===== src/verilog/demux_pkg.sv =====
// read demux sizes, port select and id types, AR/R channel structs
package demux_pkg;

  // --------------------------------------------------
  // sizes
  // --------------------------------------------------
  localparam int unsigned NUM_PORTS  = 4;
  localparam int unsigned SEL_WIDTH  = $clog2(NUM_PORTS);
  localparam int unsigned ID_WIDTH   = 4;
  // low id bits that pick the tracker counter
  localparam int unsigned LOOK_BITS  = 2;
  localparam int unsigned NUM_GROUPS = 2 ** LOOK_BITS;
  // counter at all ones is full
  localparam int unsigned CNT_WIDTH  = 3;
  localparam int unsigned ADDR_WIDTH = 32;
  localparam int unsigned DATA_WIDTH = 32;
  // burst length minus one, 1 to 16 beats
  localparam int unsigned LEN_WIDTH  = 4;

  // --------------------------------------------------
  // scalar types
  // --------------------------------------------------
  typedef logic [SEL_WIDTH-1:0] sel_t;
  typedef logic [ID_WIDTH-1:0]  id_t;
  typedef logic [LOOK_BITS-1:0] group_t;

  // --------------------------------------------------
  // channel payloads
  // --------------------------------------------------
  // read address, 40 bits
  typedef struct packed {
    id_t                   id;
    logic [ADDR_WIDTH-1:0] addr;
    logic [LEN_WIDTH-1:0]  len;
  } ar_chan_t;

  // AR plus its target port, 42 bits
  typedef struct packed {
    ar_chan_t ar;
    sel_t     sel;
  } ar_req_t;

  // read data beat, 37 bits
  typedef struct packed {
    id_t                   id;
    logic [DATA_WIDTH-1:0] data;
    logic                  last;
  } r_chan_t;

endpackage


===== src/verilog/id_track_if.sv =====
// id_track_if: lookup, full and push signals between AR router and id tracker
`timescale 1ns/1ps

interface id_track_if;

  // lookup of the group at the head of the AR spill register
  demux_pkg::group_t lookup_group;
  demux_pkg::sel_t   lookup_sel;
  logic              lookup_busy;
  // some counter has no room left
  logic              full;

  // one-cycle strobe on a downstream AR handshake
  logic              push;
  demux_pkg::group_t push_group;
  demux_pkg::sel_t   push_sel;

  modport router (
    output lookup_group, push, push_group, push_sel,
    input  lookup_sel, lookup_busy, full
  );

  modport tracker (
    input  lookup_group, push, push_group, push_sel,
    output lookup_sel, lookup_busy, full
  );

endinterface


===== src/verilog/spill_reg.sv =====
// spill_reg: two-entry valid/ready buffer, payload set by a type parameter
`timescale 1ns/1ps

module spill_reg #(
  parameter type payload_t = logic
) (
  input  logic     clk_i,
  input  logic     rst_n_i,
  input  logic     valid_i,
  output logic     ready_o,
  input  payload_t data_i,
  output logic     valid_o,
  input  logic     ready_i,
  output payload_t data_o
);

  // slot a takes new input, slot b holds a beat the sink refused
  logic     a_full_q, b_full_q;
  payload_t a_data_q, b_data_q;
  logic     a_fill, a_drain, b_fill, b_drain;

  assign a_fill  = valid_i && ready_o;
  assign a_drain = a_full_q && !b_full_q;
  assign b_fill  = a_drain && !ready_i;
  assign b_drain = b_full_q && ready_i;

  always_ff @(posedge clk_i or negedge rst_n_i) begin
    if (!rst_n_i) begin
      a_full_q <= 1'b0;
      b_full_q <= 1'b0;
    end else begin
      if (a_fill || a_drain) begin
        a_full_q <= a_fill;
      end
      if (b_fill || b_drain) begin
        b_full_q <= b_fill;
      end
    end
  end

  always_ff @(posedge clk_i) begin
    if (a_fill) begin
      a_data_q <= data_i;
    end
    if (b_fill) begin
      b_data_q <= a_data_q;
    end
  end

  // b is always the older entry
  assign ready_o = !a_full_q || !b_full_q;
  assign valid_o = a_full_q || b_full_q;
  assign data_o  = b_full_q ? b_data_q : a_data_q;

endmodule


===== src/verilog/id_tracker.sv =====
// id_tracker: per id group in-flight counters and bound port selects
`timescale 1ns/1ps

module id_tracker (
  input  logic               clk_i,
  input  logic               rst_n_i,
  // last beat of a read left through the R spill register
  input  logic               pop_i,
  input  demux_pkg::group_t  pop_group_i,
  id_track_if.tracker        trk
);

  logic [demux_pkg::CNT_WIDTH-1:0] cnt_q [demux_pkg::NUM_GROUPS];
  demux_pkg::sel_t                 sel_q [demux_pkg::NUM_GROUPS];
  logic [demux_pkg::NUM_GROUPS-1:0] busy;
  logic [demux_pkg::NUM_GROUPS-1:0] cnt_full;

  // --------------------------------------------------
  // one counter per group
  // --------------------------------------------------
  for (genvar g = 0; g < demux_pkg::NUM_GROUPS; g++) begin : gen_group
    logic push_hit;
    logic pop_hit;

    assign push_hit = trk.push && (trk.push_group == demux_pkg::group_t'(g));
    assign pop_hit  = pop_i && (pop_group_i == demux_pkg::group_t'(g));

    always_ff @(posedge clk_i or negedge rst_n_i) begin
      if (!rst_n_i) begin
        cnt_q[g] <= '0;
      end else if (push_hit && !pop_hit) begin
        cnt_q[g] <= cnt_q[g] + 1'b1;
      end else if (pop_hit && !push_hit) begin
        cnt_q[g] <= cnt_q[g] - 1'b1;
      end
    end

    // a push always targets the bound port or an idle group
    always_ff @(posedge clk_i or negedge rst_n_i) begin
      if (!rst_n_i) begin
        sel_q[g] <= '0;
      end else if (push_hit) begin
        sel_q[g] <= trk.push_sel;
      end
    end

    assign busy[g]     = |cnt_q[g];
    assign cnt_full[g] = &cnt_q[g];
  end

  // --------------------------------------------------
  // lookup and full flag
  // --------------------------------------------------
  // same cycle as the request at the spill head
  assign trk.lookup_busy = busy[trk.lookup_group];
  assign trk.lookup_sel  = sel_q[trk.lookup_group];

  // stall on any full counter, not only the looked-up one
  assign trk.full = |cnt_full;

endmodule


===== src/verilog/ar_router.sv =====
// ar_router: AR eligibility check against the tracker and routing to one port
`timescale 1ns/1ps

module ar_router (
  // head of the AR spill register
  input  logic                                req_valid_i,
  output logic                                req_ready_o,
  input  demux_pkg::ar_req_t                  req_i,
  // downstream ports, payload shared by all
  output demux_pkg::ar_chan_t                 mst_ar_o,
  output logic [demux_pkg::NUM_PORTS-1:0]     mst_ar_valid_o,
  input  logic [demux_pkg::NUM_PORTS-1:0]     mst_ar_ready_i,
  id_track_if.router                          trk
);

  demux_pkg::group_t req_group;
  logic              eligible;
  logic              ar_valid;
  logic              ar_ready;

  assign req_group = req_i.ar.id[demux_pkg::LOOK_BITS-1:0];

  // --------------------------------------------------
  // eligibility
  // --------------------------------------------------
  assign trk.lookup_group = req_group;

  // group idle, or its reads already go to this same port
  assign eligible = !trk.full &&
                    (!trk.lookup_busy || (trk.lookup_sel == req_i.sel));

  // once eligible, the head stays eligible: only pops change
  // the tracker while it waits, and pops never block a request
  assign ar_valid = req_valid_i && eligible;
  assign ar_ready = ar_valid && mst_ar_ready_i[req_i.sel];

  // --------------------------------------------------
  // port decode
  // --------------------------------------------------
  always_comb begin
    mst_ar_valid_o = '0;
    for (int unsigned p = 0; p < demux_pkg::NUM_PORTS; p++) begin
      if (ar_valid && (req_i.sel == demux_pkg::sel_t'(p))) begin
        mst_ar_valid_o[p] = 1'b1;
      end
    end
  end

  assign mst_ar_o = req_i.ar;

  // --------------------------------------------------
  // completion
  // --------------------------------------------------
  // pop the spill head and count the read in one step
  assign req_ready_o    = ar_ready;
  assign trk.push       = ar_ready;
  assign trk.push_group = req_group;
  assign trk.push_sel   = req_i.sel;

endmodule


===== src/verilog/r_arbiter.sv =====
// r_arbiter: round-robin merge of port R channels, tracker pop on last beats
`timescale 1ns/1ps

module r_arbiter (
  input  logic                                             clk_i,
  input  logic                                             rst_n_i,
  // downstream port R channels
  input  demux_pkg::r_chan_t [demux_pkg::NUM_PORTS-1:0]    mst_r_i,
  input  logic [demux_pkg::NUM_PORTS-1:0]                  mst_r_valid_i,
  output logic [demux_pkg::NUM_PORTS-1:0]                  mst_r_ready_o,
  // merged beat towards the R spill register
  output demux_pkg::r_chan_t                               out_o,
  output logic                                             out_valid_o,
  input  logic                                             out_ready_i,
  // tracker pop
  output logic                                             pop_o,
  output demux_pkg::group_t                                pop_group_o
);

  demux_pkg::sel_t prio_q;
  demux_pkg::sel_t gnt_q;
  logic            lock_q;
  demux_pkg::sel_t gnt_idx;
  logic            handshake;

  // --------------------------------------------------
  // grant selection
  // --------------------------------------------------
  always_comb begin : grant_search
    demux_pkg::sel_t cand;
    logic            found;
    found   = 1'b0;
    gnt_idx = prio_q;
    // first valid port at or after the priority pointer
    for (int unsigned i = 0; i < demux_pkg::NUM_PORTS; i++) begin
      cand = demux_pkg::sel_t'((int'(prio_q) + i) % demux_pkg::NUM_PORTS);
      if (!found && mst_r_valid_i[cand]) begin
        found   = 1'b1;
        gnt_idx = cand;
      end
    end
    // stalled beat keeps its grant
    if (lock_q) begin
      gnt_idx = gnt_q;
    end
  end

  assign out_valid_o = mst_r_valid_i[gnt_idx];
  assign out_o       = mst_r_i[gnt_idx];
  assign handshake   = out_valid_o && out_ready_i;

  always_comb begin
    mst_r_ready_o          = '0;
    mst_r_ready_o[gnt_idx] = handshake;
  end

  // --------------------------------------------------
  // lock and pointer state
  // --------------------------------------------------
  always_ff @(posedge clk_i or negedge rst_n_i) begin
    if (!rst_n_i) begin
      lock_q <= 1'b0;
      gnt_q  <= '0;
      prio_q <= '0;
    end else begin
      lock_q <= out_valid_o && !out_ready_i;
      gnt_q  <= gnt_idx;
      if (handshake) begin
        // served port drops to lowest priority
        prio_q <= demux_pkg::sel_t'((int'(gnt_idx) + 1) % demux_pkg::NUM_PORTS);
      end
    end
  end

  // read retires when its last beat enters the output spill
  assign pop_o       = handshake && out_o.last;
  assign pop_group_o = out_o.id[demux_pkg::LOOK_BITS-1:0];

endmodule


===== src/verilog/read_demux.sv =====
// read_demux: top level of the AR/R demux with spills, router, tracker, arbiter
`timescale 1ns/1ps

module read_demux (
  input  logic                                          clk_i,
  input  logic                                          rst_n_i,
  // upstream AR
  input  logic                                          ar_valid_i,
  output logic                                          ar_ready_o,
  input  demux_pkg::ar_chan_t                           ar_i,
  input  demux_pkg::sel_t                               ar_select_i,
  // downstream AR
  output demux_pkg::ar_chan_t                           mst_ar_o,
  output logic [demux_pkg::NUM_PORTS-1:0]               mst_ar_valid_o,
  input  logic [demux_pkg::NUM_PORTS-1:0]               mst_ar_ready_i,
  // downstream R
  input  demux_pkg::r_chan_t [demux_pkg::NUM_PORTS-1:0] mst_r_i,
  input  logic [demux_pkg::NUM_PORTS-1:0]               mst_r_valid_i,
  output logic [demux_pkg::NUM_PORTS-1:0]               mst_r_ready_o,
  // upstream R
  output logic                                          r_valid_o,
  input  logic                                          r_ready_i,
  output demux_pkg::r_chan_t                            r_o
);

  demux_pkg::ar_req_t ar_req_in, ar_req_head;
  logic               ar_head_valid, ar_head_ready;
  demux_pkg::r_chan_t r_merged;
  logic               r_merged_valid, r_merged_ready;
  logic               pop;
  demux_pkg::group_t  pop_group;

  id_track_if trk_if ();

  // --------------------------------------------------
  // AR path
  // --------------------------------------------------
  // select travels with the request through the spill
  assign ar_req_in.ar  = ar_i;
  assign ar_req_in.sel = ar_select_i;

  spill_reg #(
    .payload_t ( demux_pkg::ar_req_t )
  ) i_ar_spill (
    .clk_i   ( clk_i         ),
    .rst_n_i ( rst_n_i       ),
    .valid_i ( ar_valid_i    ),
    .ready_o ( ar_ready_o    ),
    .data_i  ( ar_req_in     ),
    .valid_o ( ar_head_valid ),
    .ready_i ( ar_head_ready ),
    .data_o  ( ar_req_head   )
  );

  ar_router i_ar_router (
    .req_valid_i    ( ar_head_valid  ),
    .req_ready_o    ( ar_head_ready  ),
    .req_i          ( ar_req_head    ),
    .mst_ar_o       ( mst_ar_o       ),
    .mst_ar_valid_o ( mst_ar_valid_o ),
    .mst_ar_ready_i ( mst_ar_ready_i ),
    .trk            ( trk_if.router  )
  );

  id_tracker i_id_tracker (
    .clk_i       ( clk_i          ),
    .rst_n_i     ( rst_n_i        ),
    .pop_i       ( pop            ),
    .pop_group_i ( pop_group      ),
    .trk         ( trk_if.tracker )
  );

  // --------------------------------------------------
  // R path
  // --------------------------------------------------
  r_arbiter i_r_arbiter (
    .clk_i         ( clk_i          ),
    .rst_n_i       ( rst_n_i        ),
    .mst_r_i       ( mst_r_i        ),
    .mst_r_valid_i ( mst_r_valid_i  ),
    .mst_r_ready_o ( mst_r_ready_o  ),
    .out_o         ( r_merged       ),
    .out_valid_o   ( r_merged_valid ),
    .out_ready_i   ( r_merged_ready ),
    .pop_o         ( pop            ),
    .pop_group_o   ( pop_group      )
  );

  spill_reg #(
    .payload_t ( demux_pkg::r_chan_t )
  ) i_r_spill (
    .clk_i   ( clk_i          ),
    .rst_n_i ( rst_n_i        ),
    .valid_i ( r_merged_valid ),
    .ready_o ( r_merged_ready ),
    .data_i  ( r_merged       ),
    .valid_o ( r_valid_o      ),
    .ready_i ( r_ready_i      ),
    .data_o  ( r_o            )
  );

endmodule


===== config.mk =====
export PLATFORM = sky130hd
export DESIGN_NAME = read_demux
export DESIGN_NICKNAME = d
export VERILOG_FILES = /design/src/verilog/demux_pkg.sv /design/src/verilog/id_track_if.sv /design/src/verilog/spill_reg.sv /design/src/verilog/id_tracker.sv /design/src/verilog/ar_router.sv /design/src/verilog/r_arbiter.sv /design/src/verilog/read_demux.sv
export SDC_FILE = /design/constraint.sdc
export NUM_CORES = 1
export LEC_CHECK = 0
export BUFFER_PORTS_ARGS = -buffer_cell sky130_fd_sc_hd__buf_2
export CAP_MARGIN = 0
export CORE_ASPECT_RATIO = 0.8
export CORE_MARGIN = 2
export CORE_UTILIZATION = 40
export CTS_BUF_LIST = sky130_fd_sc_hd__clkbuf_2 sky130_fd_sc_hd__clkbuf_4 sky130_fd_sc_hd__clkbuf_8
export DETAILED_ROUTE_END_ITERATION = 10
export HOLD_SLACK_MARGIN = 0.08
export PLACE_DENSITY = 0.73
export SETUP_SLACK_MARGIN = 0.2
export SYNTH_ARGS = -nofsm -noshare
export SYNTH_HDL_FRONTEND = slang
export SYNTH_HIERARCHICAL = 1
export SYNTH_SLANG_ARGS = --single-unit

===== constraint.sdc =====
create_clock -name clk_i -period 6 [get_ports clk_i]
set_input_delay 1.2 -clock clk_i [delete_from_list [all_inputs] [get_ports clk_i]]
set_output_delay 1.2 -clock clk_i [all_outputs]
set_load 0.005 [all_outputs]

; Word-level counts from Yosys, hierarchy flattened
; Index checks and enable logic that the tools add are counted.
[classes]
addsub = 12
order_cmp = 9
n_eq_ne = 10
muxes = 42
bitwise = 2
n_reduce_logical = 82
[op_table]
columns = cell, n
row1 = 37-bit binary-select mux with 2-bit select, 1
row2 = 37-bit two-way mux, 2
row3 = 42-bit two-way mux, 1
row4 = 1-bit logical AND, 37
row5 = 3-bit two-way mux, 8
row6 = 2-bit by 3-bit < comparator with 1-bit output (second input constant), 7
row7 = 1-bit logical NOT, 20
row8 = 1-bit two-way mux, 15
row9 = 1-bit binary-select mux with 2-bit select, 7
row10 = 3-bit by 1-bit adder with 3-bit output (second input constant), 4
row11 = 2-bit equality test (second input constant), 6
row12 = 2-bit two-way mux, 6
row13 = 3-bit AND reduction, 4
row14 = 3-bit OR reduction, 4
row15 = 3-bit by 1-bit subtractor with 3-bit output (second input constant), 4
row16 = 1-bit logical OR, 9
row17 = 2-bit nonzero test, 4
row18 = 2-bit by 1-bit equality test with 1-bit output (second input constant), 3
row19 = 2-bit logical NOT, 3
row20 = 2-bit by 1-bit adder with 2-bit output (second input constant), 2
row21 = 2-bit adder (second input constant), 2
row22 = 4-bit AND, 1
row23 = 2-bit binary-select mux with 2-bit select, 1
row24 = 4-bit OR reduction, 1
row25 = 5 further kinds, 5
[totals]
ff_bits = 187
input_bits = 202

; Depth between registers and ports, before layout
; Gate-level depths: netlist of the first run.
[depth]
depth_word = 21
ltp_mapped = 18

; Hierarchy
; The synthesis of the first run kept the hierarchy.
[by_module_without_submodules]
columns = mod, instances, cells_each, area_each_um2, seq_area_each_um2
row1 = spill_reg at i_ar_spill, 1, 139, 3184.3, 2572.5
row2 = spill_reg at i_r_spill, 1, 124, 2941.6, 2272.2
row3 = r_arbiter, 1, 298, 1585.3, 125.1
row4 = id_tracker, 1, 83, 1102.3, 500.5
row5 = ar_router, 1, 58, 455.4, 0.0

; Worst setup path before layout of the first run
; OpenSTA, ideal clock, no wires.
[synth_timing]
path_kind = reg2reg
from = register i_ar_spill.b_full_q
to = register i_ar_spill/b_data_q[0] (netlist bit), enable pin
setup_time_ns = 0.502
t_arrival_ns = 5.125
setup_slack_ns = 0.373
path_stages_with_launch = 10
n_path_buf = 3
cell_sequence = dfrtp_1 -> buf_6 -> buf_6 -> mux2_4 -> buf_4 -> mux4_1 -> xnor2_1 -> a21boi_2 -> nor3b_2 -> nor3b_1
[synth_rtl]
columns = element, line_no
row1 = "start, declared", spill_reg.sv:18  ; logic a_full_q, b_full_q;
row2 = "start signal, assigned", spill_reg.sv:36  ; b_full_q <= b_fill;
row3 = "end signal, assigned", spill_reg.sv:46  ; b_data_q <= a_data_q;
row4 = "end, declared", spill_reg.sv:19  ; payload_t a_data_q, b_data_q;

; Worst setup path after layout of the first run
[layout_timing]
from = input mst_r_valid_i[2] (netlist bit)
to = output mst_r_ready_o[3] (netlist bit)
[layout_between]
elab_chain_cells = 18
[layout_lines]
columns = element, line_no
row1 = "start, declared", read_demux.sv:18  ; input logic [demux_pkg::NUM_PORTS-1:0] mst_r_valid_i,
row2 = 1-bit binary-select mux with 2-bit select, r_arbiter.sv:37  ; if (!found && mst_r_valid_i[cand]) begin
row3 = 1-bit two-way mux (implied by the code), r_arbiter.sv:37
row4 = 1-bit two-way mux, r_arbiter.sv:37
row5 = 1-bit logical NOT, r_arbiter.sv:37
row6 = 1-bit logical AND, r_arbiter.sv:37
row7 = 1-bit two-way mux, r_arbiter.sv:37
row8 = 1-bit logical NOT, r_arbiter.sv:37
row9 = 1-bit logical AND, r_arbiter.sv:37
row10 = [... 2 more ...], n/a
row11 = 1-bit logical AND, r_arbiter.sv:37
row12 = 2-bit two-way mux, r_arbiter.sv:37
row13 = 2-bit two-way mux, r_arbiter.sv:43  ; if (lock_q) begin
row14 = 2-bit by 3-bit < comparator with 1-bit output (implied by the code) / 2-bit by 1-bit greater-or-equal comparator with 1-bit output (equally long branches), r_arbiter.sv:54  ; mst_r_ready_o[gnt_idx] = handshake;
row15 = 1-bit logical AND (implied by the code), r_arbiter.sv:54
row16 = 1-bit two-way mux (implied by the code), r_arbiter.sv:54
row17 = 1-bit demux with 2-bit select, n/a
row18 = 4-bit AND (no source line) *, n/a
row19 = "end, declared", read_demux.sv:19  ; output logic [demux_pkg::NUM_PORTS-1:0] mst_r_ready_o,
; Every way passes the cells marked *; elsewhere a longest branch is shown, timed or not. The select of a mux whose other input is x is not followed.

==> results.cfg, run 1 <==
[status]
status = finished, final reports clean

[hold_path]
hold_end = i_ar_spill/b_data_q[18]
min_path_cells = 0
holdCritStartpoint = i_ar_spill/a_data_q[18]
hp-class = flop to flop

[worst_setup_path]
critPathKind = input pin to output pin
timing.rr.start = i_r_arbiter/prio_q[1]
required_ps = 4800
worstReg2RegEnd = i_id_tracker/cnt_q[10]
r2r_cells = 11
crit_arrival_ps = 3300
critPathCaptureType = output pin
r2r_setup_slack_ps = 1980
crit_fanout = 42
start_kind = input pin

[route]
vias_per_cell = 4.96
routed_wl_um = 21600
drt_first_pass_iters = 5
dr.first_iter.drc_count = 503
wire_per_inst_um = 17.2
vias = 6223
drc = 0
drtAntennaViolNets = 0

[clock_tree]
htreeDepth = 4
clk_latency_ps = 450
cts_tree = done
ctsHoldBuffers = 0
clkSinkCount = 187
clkTransAtPathRegs_ps = 110
root_buffer = clkbuf_8
cts_buffer_depth = 2
cts-resized-gates = 0
post_cts_buffers = 0
cts_buffers = 17

[floorplanning]
die_area_um2 = 24400
fp.dieW_um = 174
io_pins = 289
start_util = 0.410
core_area_um2 = 22600
rows = 49
die_height_um = 140

[yosys]
synth_area_per_cell_um2 = 13.2
yosysWarnings = 6
synth_seq_cells = 187
syn_inst = 702
syn-cell-area_um2 = 9270
synth.distinct_cells = 55
ys_seq_area_frac = 0.590
syn_nets = 912
synth_edf_count = 158
async_reset_ff_frac = 0.155
synthFlopType = edfxtp_1

[place]
hpwl_um = 15800
dp_slack_ps = 1110
port_buffers = 288
place_congestion = 0.848

[power_and_ir_drop]
p_leak_nw = 4.73
power_mw = 5.51
vdd_ir_drop_max_mv = 0.274
powerDensity_nw_per_um2 = 502

[finish]
final_common_cell = buf_2
fillers = 2007
drive_above_1_share = 0.469
synthToLayoutAreaGrowth_pct = 18.4
final_cell_mix = 288 x buf_2, 158 x edfxtp_1, 150 x nand2_1, 49 x mux2_4, 43 x mux2_2
multi_input_area_um2 = 3200
nNetsFinal = 1144
seqCellArea_um2 = 5470

[grt]
grt_pass1_vias = 5986
antenna_found_initial = 3
grt_usage = 0.172
grt_first_pass_wirelength_um = 32700
grt_max_degree = 77
overflow = 0

[flow_run]
maxCapViolations = 0

[timing]
hold_violations = 0
drv_slew = 0
setup_ws_ps = 1500
skew_ps = 17.8
setup_tns_ps = 0
holdWs_ps = 446
max_slew_margin = 0.503
fin_crit_ps = 4500
period_share = 0.751
setup_viol = 0
fmax_mhz = 222
rsz0062_at_grt = no
tightest_slew_ps = 746
where the power goes:
group | internal [mW] | total (mW) | leakage, nW | switching [mW]
registers | 2.05 | 2.28 | 1.82 | 0.233
logic | 1.11 | 2.45 | 2.72 | 1.34
clock network | 0.303 | 0.787 | 0.185 | 0.484
sequential cells by signal, summed over array words and instances, names as in the netlist:
name / cells
i_ar_spill/a_data_q: 42
i_ar_spill/b_data_q: 42
i_r_spill/a_data_q: 37
i_r_spill/b_data_q: 37
i_id_tracker/cnt_q: 12
i_id_tracker/sel_q: 8
i_r_arbiter/gnt_q: 2
i_r_arbiter/prio_q: 2
i_ar_spill/a_full_q: 1
i_ar_spill/b_full_q: 1
i_r_arbiter/lock_q: 1
i_r_spill/a_full_q: 1
i_r_spill/b_full_q: 1
stage by stage:
stage | cells | utilization | cell area (um^2)
finish | 1255 | 0.485 | 11000
global route | 1254 | 0.485 | 11000
CTS | 1253 | 0.485 | 11000
detailed placement | 1221 | 0.469 | 10600
global placement | 1221 | 0.469 | 10600
floorplan | 702 | - | 9270
area by class of cell:
class | count | share of cell area
antenna | 2 | 0.000456
clock buffer | 17 | 0.0213
clock inverter | 15 | 0.0120
inverter | 9 | 0.00308
multi-input combinational | 421 | 0.291
sequential | 187 | 0.499
tap | 306 | 0.0349
timing repair buffer | 298 | 0.138
worst max-delay path: stages:
cell	delay [ps]
buf_2	160
nor2b_1	170
a2111oi_0	380
o31a_2	510
inv_2	400
nand3_1	230
nor2_1	60
buf_2	170
routing by layer:
layer	share of wire	track usage
met5	0.00060	0
met4	0.021	0.0584
met3	0.056	0.0421
met2	0.50	0.287
met1	0.42	0.221
cells by family (layout without fill, tap and decap cells):
group	after synthesis	after routing	share of synthesized area
compound gates	61	61	0.0475
xor+xnor	14	14	0.0132
fa+ha+maj	8	8	0.0140
buf+inv	94	339	0.0697
flops	187	187	0.590
mux	99	99	0.144
other cells	0	2	0
simple gates	239	239	0.121
synthesized netlist by cell type (4+ instances only):
| library cell | n | area share |
|---|---|---|
| edfxtp_1 | 158 | 0.51 |
| nand2_1 | 150 | 0.061 |
| buf_4 | 50 | 0.040 |
| mux2_4 | 49 | 0.079 |
| mux2_2 | 43 | 0.052 |
| a31oi_1 | 39 | 0.026 |
| and3_1 | 39 | 0.026 |
| dfrtp_1 | 29 | 0.078 |
| buf_2 | 15 | 0.0081 |
| nor2_1 | 13 | 0.0053 |
| clkbuf_1 | 10 | 0.0041 |
| xor2_1 | 8 | 0.0076 |
| inv_1 | 7 | 0.0028 |
| nand3_1 | 7 | 0.0038 |
| xnor2_1 | 6 | 0.0057 |
| buf_6 | 5 | 0.0061 |
| fa_1 | 4 | 0.0086 |
| ha_1 | 4 | 0.0054 |
| mux2i_1 | 4 | 0.0043 |
worst max-delay path by stage:
stage,cells after the start,from,end
after floorplan,9,i_ar_spill/b_full_q,i_ar_spill/b_data_q[0]
after global placement,12,mst_r_valid_i[2],i_id_tracker/cnt_q[10]
final,8,mst_r_valid_i[2],mst_r_ready_o[3]
after global routing,8,mst_r_valid_i[2],mst_r_ready_o[3]
after CTS,8,mst_r_valid_i[2],mst_r_ready_o[3]
after detailed placement,12,mst_r_valid_i[2],i_id_tracker/cnt_q[10]
Power figures use the tool's default switching activity.
==> run 2, diff against run 1 <==
--- a/config.mk
+++ b/config.mk
@@ -13,7 +13,7 @@
 export CTS_BUF_LIST = sky130_fd_sc_hd__clkbuf_2 sky130_fd_sc_hd__clkbuf_4 sky130_fd_sc_hd__clkbuf_8
 export DETAILED_ROUTE_END_ITERATION = 10
 export HOLD_SLACK_MARGIN = 0.08
-export PLACE_DENSITY = 0.73
+export PLACE_DENSITY = 0.71
 export SETUP_SLACK_MARGIN = 0.2
 export SYNTH_ARGS = -nofsm -noshare
 export SYNTH_HDL_FRONTEND = slang
==> constraint.sdc (replaced) <==
create_clock -name clk_i -period 4.2 [get_ports clk_i]
set_input_delay 0.84 -clock clk_i [delete_from_list [all_inputs] [get_ports clk_i]]
set_output_delay 0.84 -clock clk_i [all_outputs]
set_load 0.005 [all_outputs]
==> run 2 against run 1 <==
Worst hold slack worse by 32 ps. First-iteration DRC count down 28%. Clock power up 47%. Critical path type is now flop to flop. Highest routed layer is now met4.
==> results.cfg, run 2 (same netlist as run 1, synthesis figures left out) <==
[floorplanning]
core_area_um2 = 22600
rows = 49
start_util = 0.410
die_height_um = 140
io_pins = 289
die_area_um2 = 24400
fp.dieW_um = 174

[finish]
fillers = 2028
seqCellArea_um2 = 5470
final_area_um2 = 11100
final_core_util = 0.489
reg_top3 = i_ar_spill/a_data_q x42, i_ar_spill/b_data_q x42
final_common_cell = buf_2
multi_input_area_um2 = 3210
final_cell_mix = 288 x buf_2, 158 x edfxtp_1, 150 x nand2_1, 49 x mux2_4, 43 x mux2_2
nNetsFinal = 1150
synthToLayoutAreaGrowth_pct = 19.4
drive_above_1_share = 0.474

[worst_setup_path]
start_kind = flop
r2r_setup_slack_ps = 500
cp.depth = 12
crit_arrival_ps = 4050
crit_fanout = 37
required_ps = 4550
crit_buf_inv = 2
critPathCaptureType = flop
crit_path_cell_trace = and3b_1 -> o211ai_1 -> a31oi_4 -> buf_4 -> a21o_1 -> o221a_1 -> and2_1 -> or3b_2 -> ha_1 -> inv_1 -> fa_1 -> mux2_2
critical_path.top_delay_family = simple AND/OR/NAND/NOR gates
r2r_cells = 12
critPathKind = flop to flop
crit_slowest_cell = dfrtp_1
critical_path.max_stage_delay_ps = 580

[hold_path]
hp-class = input pin to async pin

[route]
vias = 6159
dr.first_iter.drc_count = 362
drt_first_pass_iters = 4
vias_per_cell = 4.88
drtAntennaViolNets = 0
routed_wl_um = 21600
drc = 0
wire_per_inst_um = 17.1

[clock_tree]
clkTransAtPathRegs_ps = 100
root_buffer = clkbuf_8
cts_tree = done
clk_latency_ps = 450
cts_buffers = 17
htreeDepth = 4
post_cts_buffers = 0
clkSinkCount = 187
ctsHoldBuffers = 0
cts-resized-gates = 0
cts_buffer_depth = 2

[power_and_ir_drop]
p_sw_mw = 2.97
power_frac_seq = 0.405
combPwrFrac = 0.450
p_leak_nw = 4.77
vdd_ir_drop_max_mv = 0.360
p_sw_frac = 0.373
power_frac_clock = 0.145
power_mw = 7.98
intPower_mw = 5.00
powerDensity_nw_per_um2 = 721

[timing]
tightest_slew_ps = 804
hold_violations = 0
fin_crit_ps = 3700
rsz0062_at_grt = no
setup_tns_ps = 0
skew_ps = 12.5
fmax_mhz = 270
setup_viol = 0
max_slew_margin = 0.463
period_share = 0.881
drv_slew = 0

[grt]
antenna_found_initial = 4
grt_usage = 0.174
grt_max_degree = 43
overflow = 0
grt_first_pass_wirelength_um = 33000
grt_pass1_vias = 6006

[place]
placed_area_um2 = 10700
place_congestion = 0.817
hpwl_um = 15800
port_buffers = 288

[flow_run]
maxCapViolations = 0

[status]
status = finished, final reports clean
-- run 2: stage by stage --
step	hold WS [ps]	instances	setup WS, ps
2_1_floorplan	422	702	454
3_3_place_gp	423	1227	149
3_5_place_dp	432	1227	48.9
4_1_cts	407	1259	502
5_1_grt	432	1261	256
6_report	415	1263	499
-- run 2: path summary, 6_finish.rpt --
check,start,end
min reg2reg,i_ar_spill/a_data_q[2],i_ar_spill/b_data_q[2]
max in group asynchronous,rst_n_i,i_ar_spill/b_full_q
max,i_r_arbiter/prio_q[1],i_id_tracker/cnt_q[10]
min in group clk_i,i_ar_spill/a_data_q[2],i_ar_spill/b_data_q[2]
max reg2reg,i_r_arbiter/prio_q[1],i_id_tracker/cnt_q[10]
min,rst_n_i,i_r_arbiter/prio_q[0]
-- run 2: worst reg2reg max path, delay by kind of cell, from the launching register on --
family	cells	cell delay, ps
AND/OR/NAND/NOR	3	910
adder cells (fa/ha/maj)	2	620
buffers and inverters	2	450
flip-flops	1	580
multiplexers	1	260
AO/OA/AOI/OAI	4	790
-- run 2: power groups by stage --
stage	combinational (mW)	sequential [mW]	clock, mW
6_report	3.59	3.23	1.16
5_1_grt	3.95	3.32	1.27
4_1_cts	3.64	3.24	1.21
3_5_place_dp	3.62	3.28	0
3_3_place_gp	3.54	3.24	0
2_1_floorplan	2.79	3.17	0
-- run 2: area by class of cell --
class	count	area share
antenna	4	0.000904
clock buffer	17	0.0211
clock inverter	15	0.0140
inverter	9	0.00305
multi-input combinational	421	0.290
sequential	187	0.494
tap	306	0.0346
timing repair buffer	304	0.142
-- run 2: routing by layer --
metal	track usage	routed length, um	vias up	part of all wire
met4	0.0509	320	0	0.015
li1	-	-	2978	-
met2	0.289	10700	166	0.50
met5	0	0	-	0
met1	0.224	9480	2993	0.44
met3	0.0478	1070	22	0.050
==> run 3, diff against run 2 <==
--- a/config.mk
+++ b/config.mk
@@ -5,6 +5,7 @@
 export SDC_FILE = /design/constraint.sdc
 export NUM_CORES = 1
 export LEC_CHECK = 0
+export ABC_AREA = 1
 export BUFFER_PORTS_ARGS = -buffer_cell sky130_fd_sc_hd__buf_2
 export CAP_MARGIN = 0
 export CORE_ASPECT_RATIO = 0.8
==> run 3 against run 2 <==
Sequential power up 5%. Area after synthesis shrank 0.13%. First-iteration DRC count grew 37%. Largest power group unchanged. Setup slack better by 90 ps. Via count up 16%. Wire length rose by 2.9%. Highest routed layer unchanged. Global-route usage is 0.81 points higher. Sequential share of layout area up 0.58 points. Total power is 18% higher. Register-to-register slack improved by 320 ps. Non-clock buffer count shrank 4.
==> results.cfg, run 3 <==
[status]
status = finished, final reports clean

[yosys]
ys_seq_area_frac = 0.591
synthAdderAreaFrac = 0.0141
synth_seq_cells = 187
synth_compound_area_frac = 0.0103
synth_edf_count = 158
async_reset_ff_frac = 0.155
synth_commonest_cells = 508 x nand2_1, 158 x edfxtp_1, 58 x buf_4
syn_inst = 975
synth.most_common_cell = nand2_1
synthFlopType = edfxtp_1
synth_top_family_by_area = simple AND/OR/NAND/NOR gates
synth_xor_area_frac = 0.00378
synth_top_area_cell = edfxtp_1
yosysWarnings = 6
syn-cell-area_um2 = 9260
netlist.area_leader.share = 0.513
netlist_top_cells_area = edfxtp_1 51%, nand2_1 21%, dfrtp_1 7.8%
synth.distinct_cells = 28
synth_area_per_cell_um2 = 9.49
syn_nets = 1185
yosys.area_share.simple = 0.288
synthMuxAreaShare = 0

[finish]
reg_top3 = i_ar_spill/a_data_q x42, i_ar_spill/b_data_q x42
final_cell_mix = 508 x nand2_1, 288 x buf_2, 158 x edfxtp_1, 41 x inv_1, 41 x nand4_1
final_cells = 1532
synthToLayoutAreaGrowth_pct = 18.2
final_common_cell = nand2_1
final_area_um2 = 10900
drive_above_1_share = 0.302
diodes = 0
nNetsFinal = 1423
final_core_util = 0.484

[floorplanning]
fp.dieW_um = 174
core_area_um2 = 22600
io_pins = 289
die_height_um = 140
die_area_um2 = 24400
rows = 49
start_util = 0.409

[worst_setup_path]
cp-startpoint = i_r_arbiter/prio_q[0]
crit_slowest_cell = dfrtp_1
critPathCaptureType = output pin
start_kind = flop
path_common_cell = nand2_1
critPathKind = flop to output pin
critical_path.max_stage_delay_ps = 580
crit_arrival_ps = 2770
worstReg2RegEnd = i_id_tracker/cnt_q[11]
crit_fanout = 10
crit_buf_inv = 2
timing.rr.start = i_r_arbiter/prio_q[0]
r2r_cells = 23
crit_path_cell_trace = inv_4 -> nand2_1 -> nand2_1 -> nand2_1 -> nand2_2 -> nor2_4 -> nand3_2 -> nand3_1 -> nand3_2 -> nand2_4 -> nand2_1 -> nand2_2 -> nand3_1 -> nor2_1 -> buf_2
critical_path.top_delay_family = simple AND/OR/NAND/NOR gates
r2r_setup_slack_ps = 820
required_ps = 3360

[timing]
setup_ws_ps = 589
skew_ps = 18.5
fin_crit_ps = 3610
max_slew_margin = 0.249
period_share = 0.860
hold_violations = 0
tightest_slew_ps = 1120
drv_slew = 0
holdWs_ps = 420
setup_viol = 0
fmax_mhz = 277
rsz0062_at_grt = no
setup_tns_ps = 0

[power_and_ir_drop]
vdd_ir_drop_max_mv = 0.446
p_sw_frac = 0.453
intPower_mw = 5.15
powerDensity_nw_per_um2 = 861
power_frac_seq = 0.361
combPwrFrac = 0.514
p_leak_nw = 5.15
power_mw = 9.42
power_frac_clock = 0.126
p_sw_mw = 4.27

[place]
placed_area_um2 = 10600
dp_slack_ps = 527
hpwl_um = 16400
port_buffers = 288
place_congestion = 0.832
dp.cells = 1500

[grt]
antenna_found_initial = 0
grt_pass1_vias = 6842
grt_first_pass_wirelength_um = 35100
grt_usage = 0.182
overflow = 0
grt_max_degree = 43

[route]
drtAntennaViolNets = 0
dr.first_iter.drc_count = 495
drc = 0
vias = 7148
routed_wl_um = 22200
vias_per_cell = 4.67
drt_first_pass_iters = 5
wire_per_inst_um = 14.5

[clock_tree]
clkSinkCount = 187
cts_buffers = 17
ctsHoldBuffers = 0
root_buffer = clkbuf_8
cts_tree = done
clk_latency_ps = 460
cts-resized-gates = 0
post_cts_buffers = 0
htreeDepth = 4
cts_buffer_depth = 2
clkTransAtPathRegs_ps = 100

[hold_path]
hp-class = input pin to async pin

[flow_run]
maxCapViolations = 0
## run 3: cell count changes in the layout (fill, tap and decap cells not counted), sizes merged, moves of 5 or more
cell	before	now
xor2	8	0
nand3	8	36
nand2	150	520
and3	39	0
nor2	13	29
nor3b	6	0
inv	17	60
nand4	0	41
o21ai	3	8
a31oi	40	0
mux2	92	0
## run 3: logic make-up after synthesis
logic type               Yosys count
adder cells (fa/ha/maj)            8
AND/OR/NAND/NOR                  627
buffers and inverters            132
flip-flops                       187
AO/OA/AOI/OAI                     17
XOR/XNOR                           4
## run 3: worst max-delay path by stage
| stage | endpoint | slack [ps] | depth (start not counted) |
|---|---|---|---|
| CTS | mst_r_ready_o[0] | 540 | 15 |
| global placement | i_id_tracker/cnt_q[11] | 640 | 23 |
| global route | mst_r_ready_o[0] | 280 | 17 |
| floorplan | i_ar_spill/b_data_q[0] | 400 | 16 |
| finish | mst_r_ready_o[0] | 590 | 15 |
| detailed placement | i_id_tracker/cnt_q[11] | 530 | 23 |
## run 3: power groups by stage
stage	Sequential, mW	Clock (mW)	Combinational (mW)
2_1_floorplan	3.34	0	3.90
3_3_place_gp	3.42	0	4.75
3_5_place_dp	3.45	0	4.87
4_1_cts	3.41	1.23	4.89
5_1_grt	3.48	1.30	5.44
6_report	3.40	1.19	4.84
## run 3: per-layer routing
metal / track usage / up-vias / part of all wire
li1: - / 3609 / -
met1: 0.241 / 3316 / 0.44
met2: 0.299 / 186 / 0.49
met3: 0.0358 / 37 / 0.042
met4: 0.0668 / 0 / 0.027
met5: 0 / - / 0
## run 3: final cells by class
type	instances	area, um^2
Timing Repair Buffer	300	1530
Sequential cell	187	5470
Inverter	51	206
Clock inverter	14	146
Tap cell	306	383
Multi-Input combinational cell	656	2960
Clock buffer	18	241
Fill cell	2142	11700
## run 3: worst register-to-register path, stage by stage, from the launching register on
cell	delay [ps]
dfrtp_1	580
inv_4	110
nand2_1	80
nand2_1	70
nand2_1	80
nand2_2	80
nor2_4	110
nand3_2	130
nand2_1	120
nand2_1	70
nand3_2	80
nand2_4	120
nor2_8	240
nand2_1	90
nand4_1	250
inv_1	100
nand3_1	90
ha_1	160
inv_1	60
fa_1	380
nand2_1	100
nand3_1	80
nand2_1	60
nand2_1	40
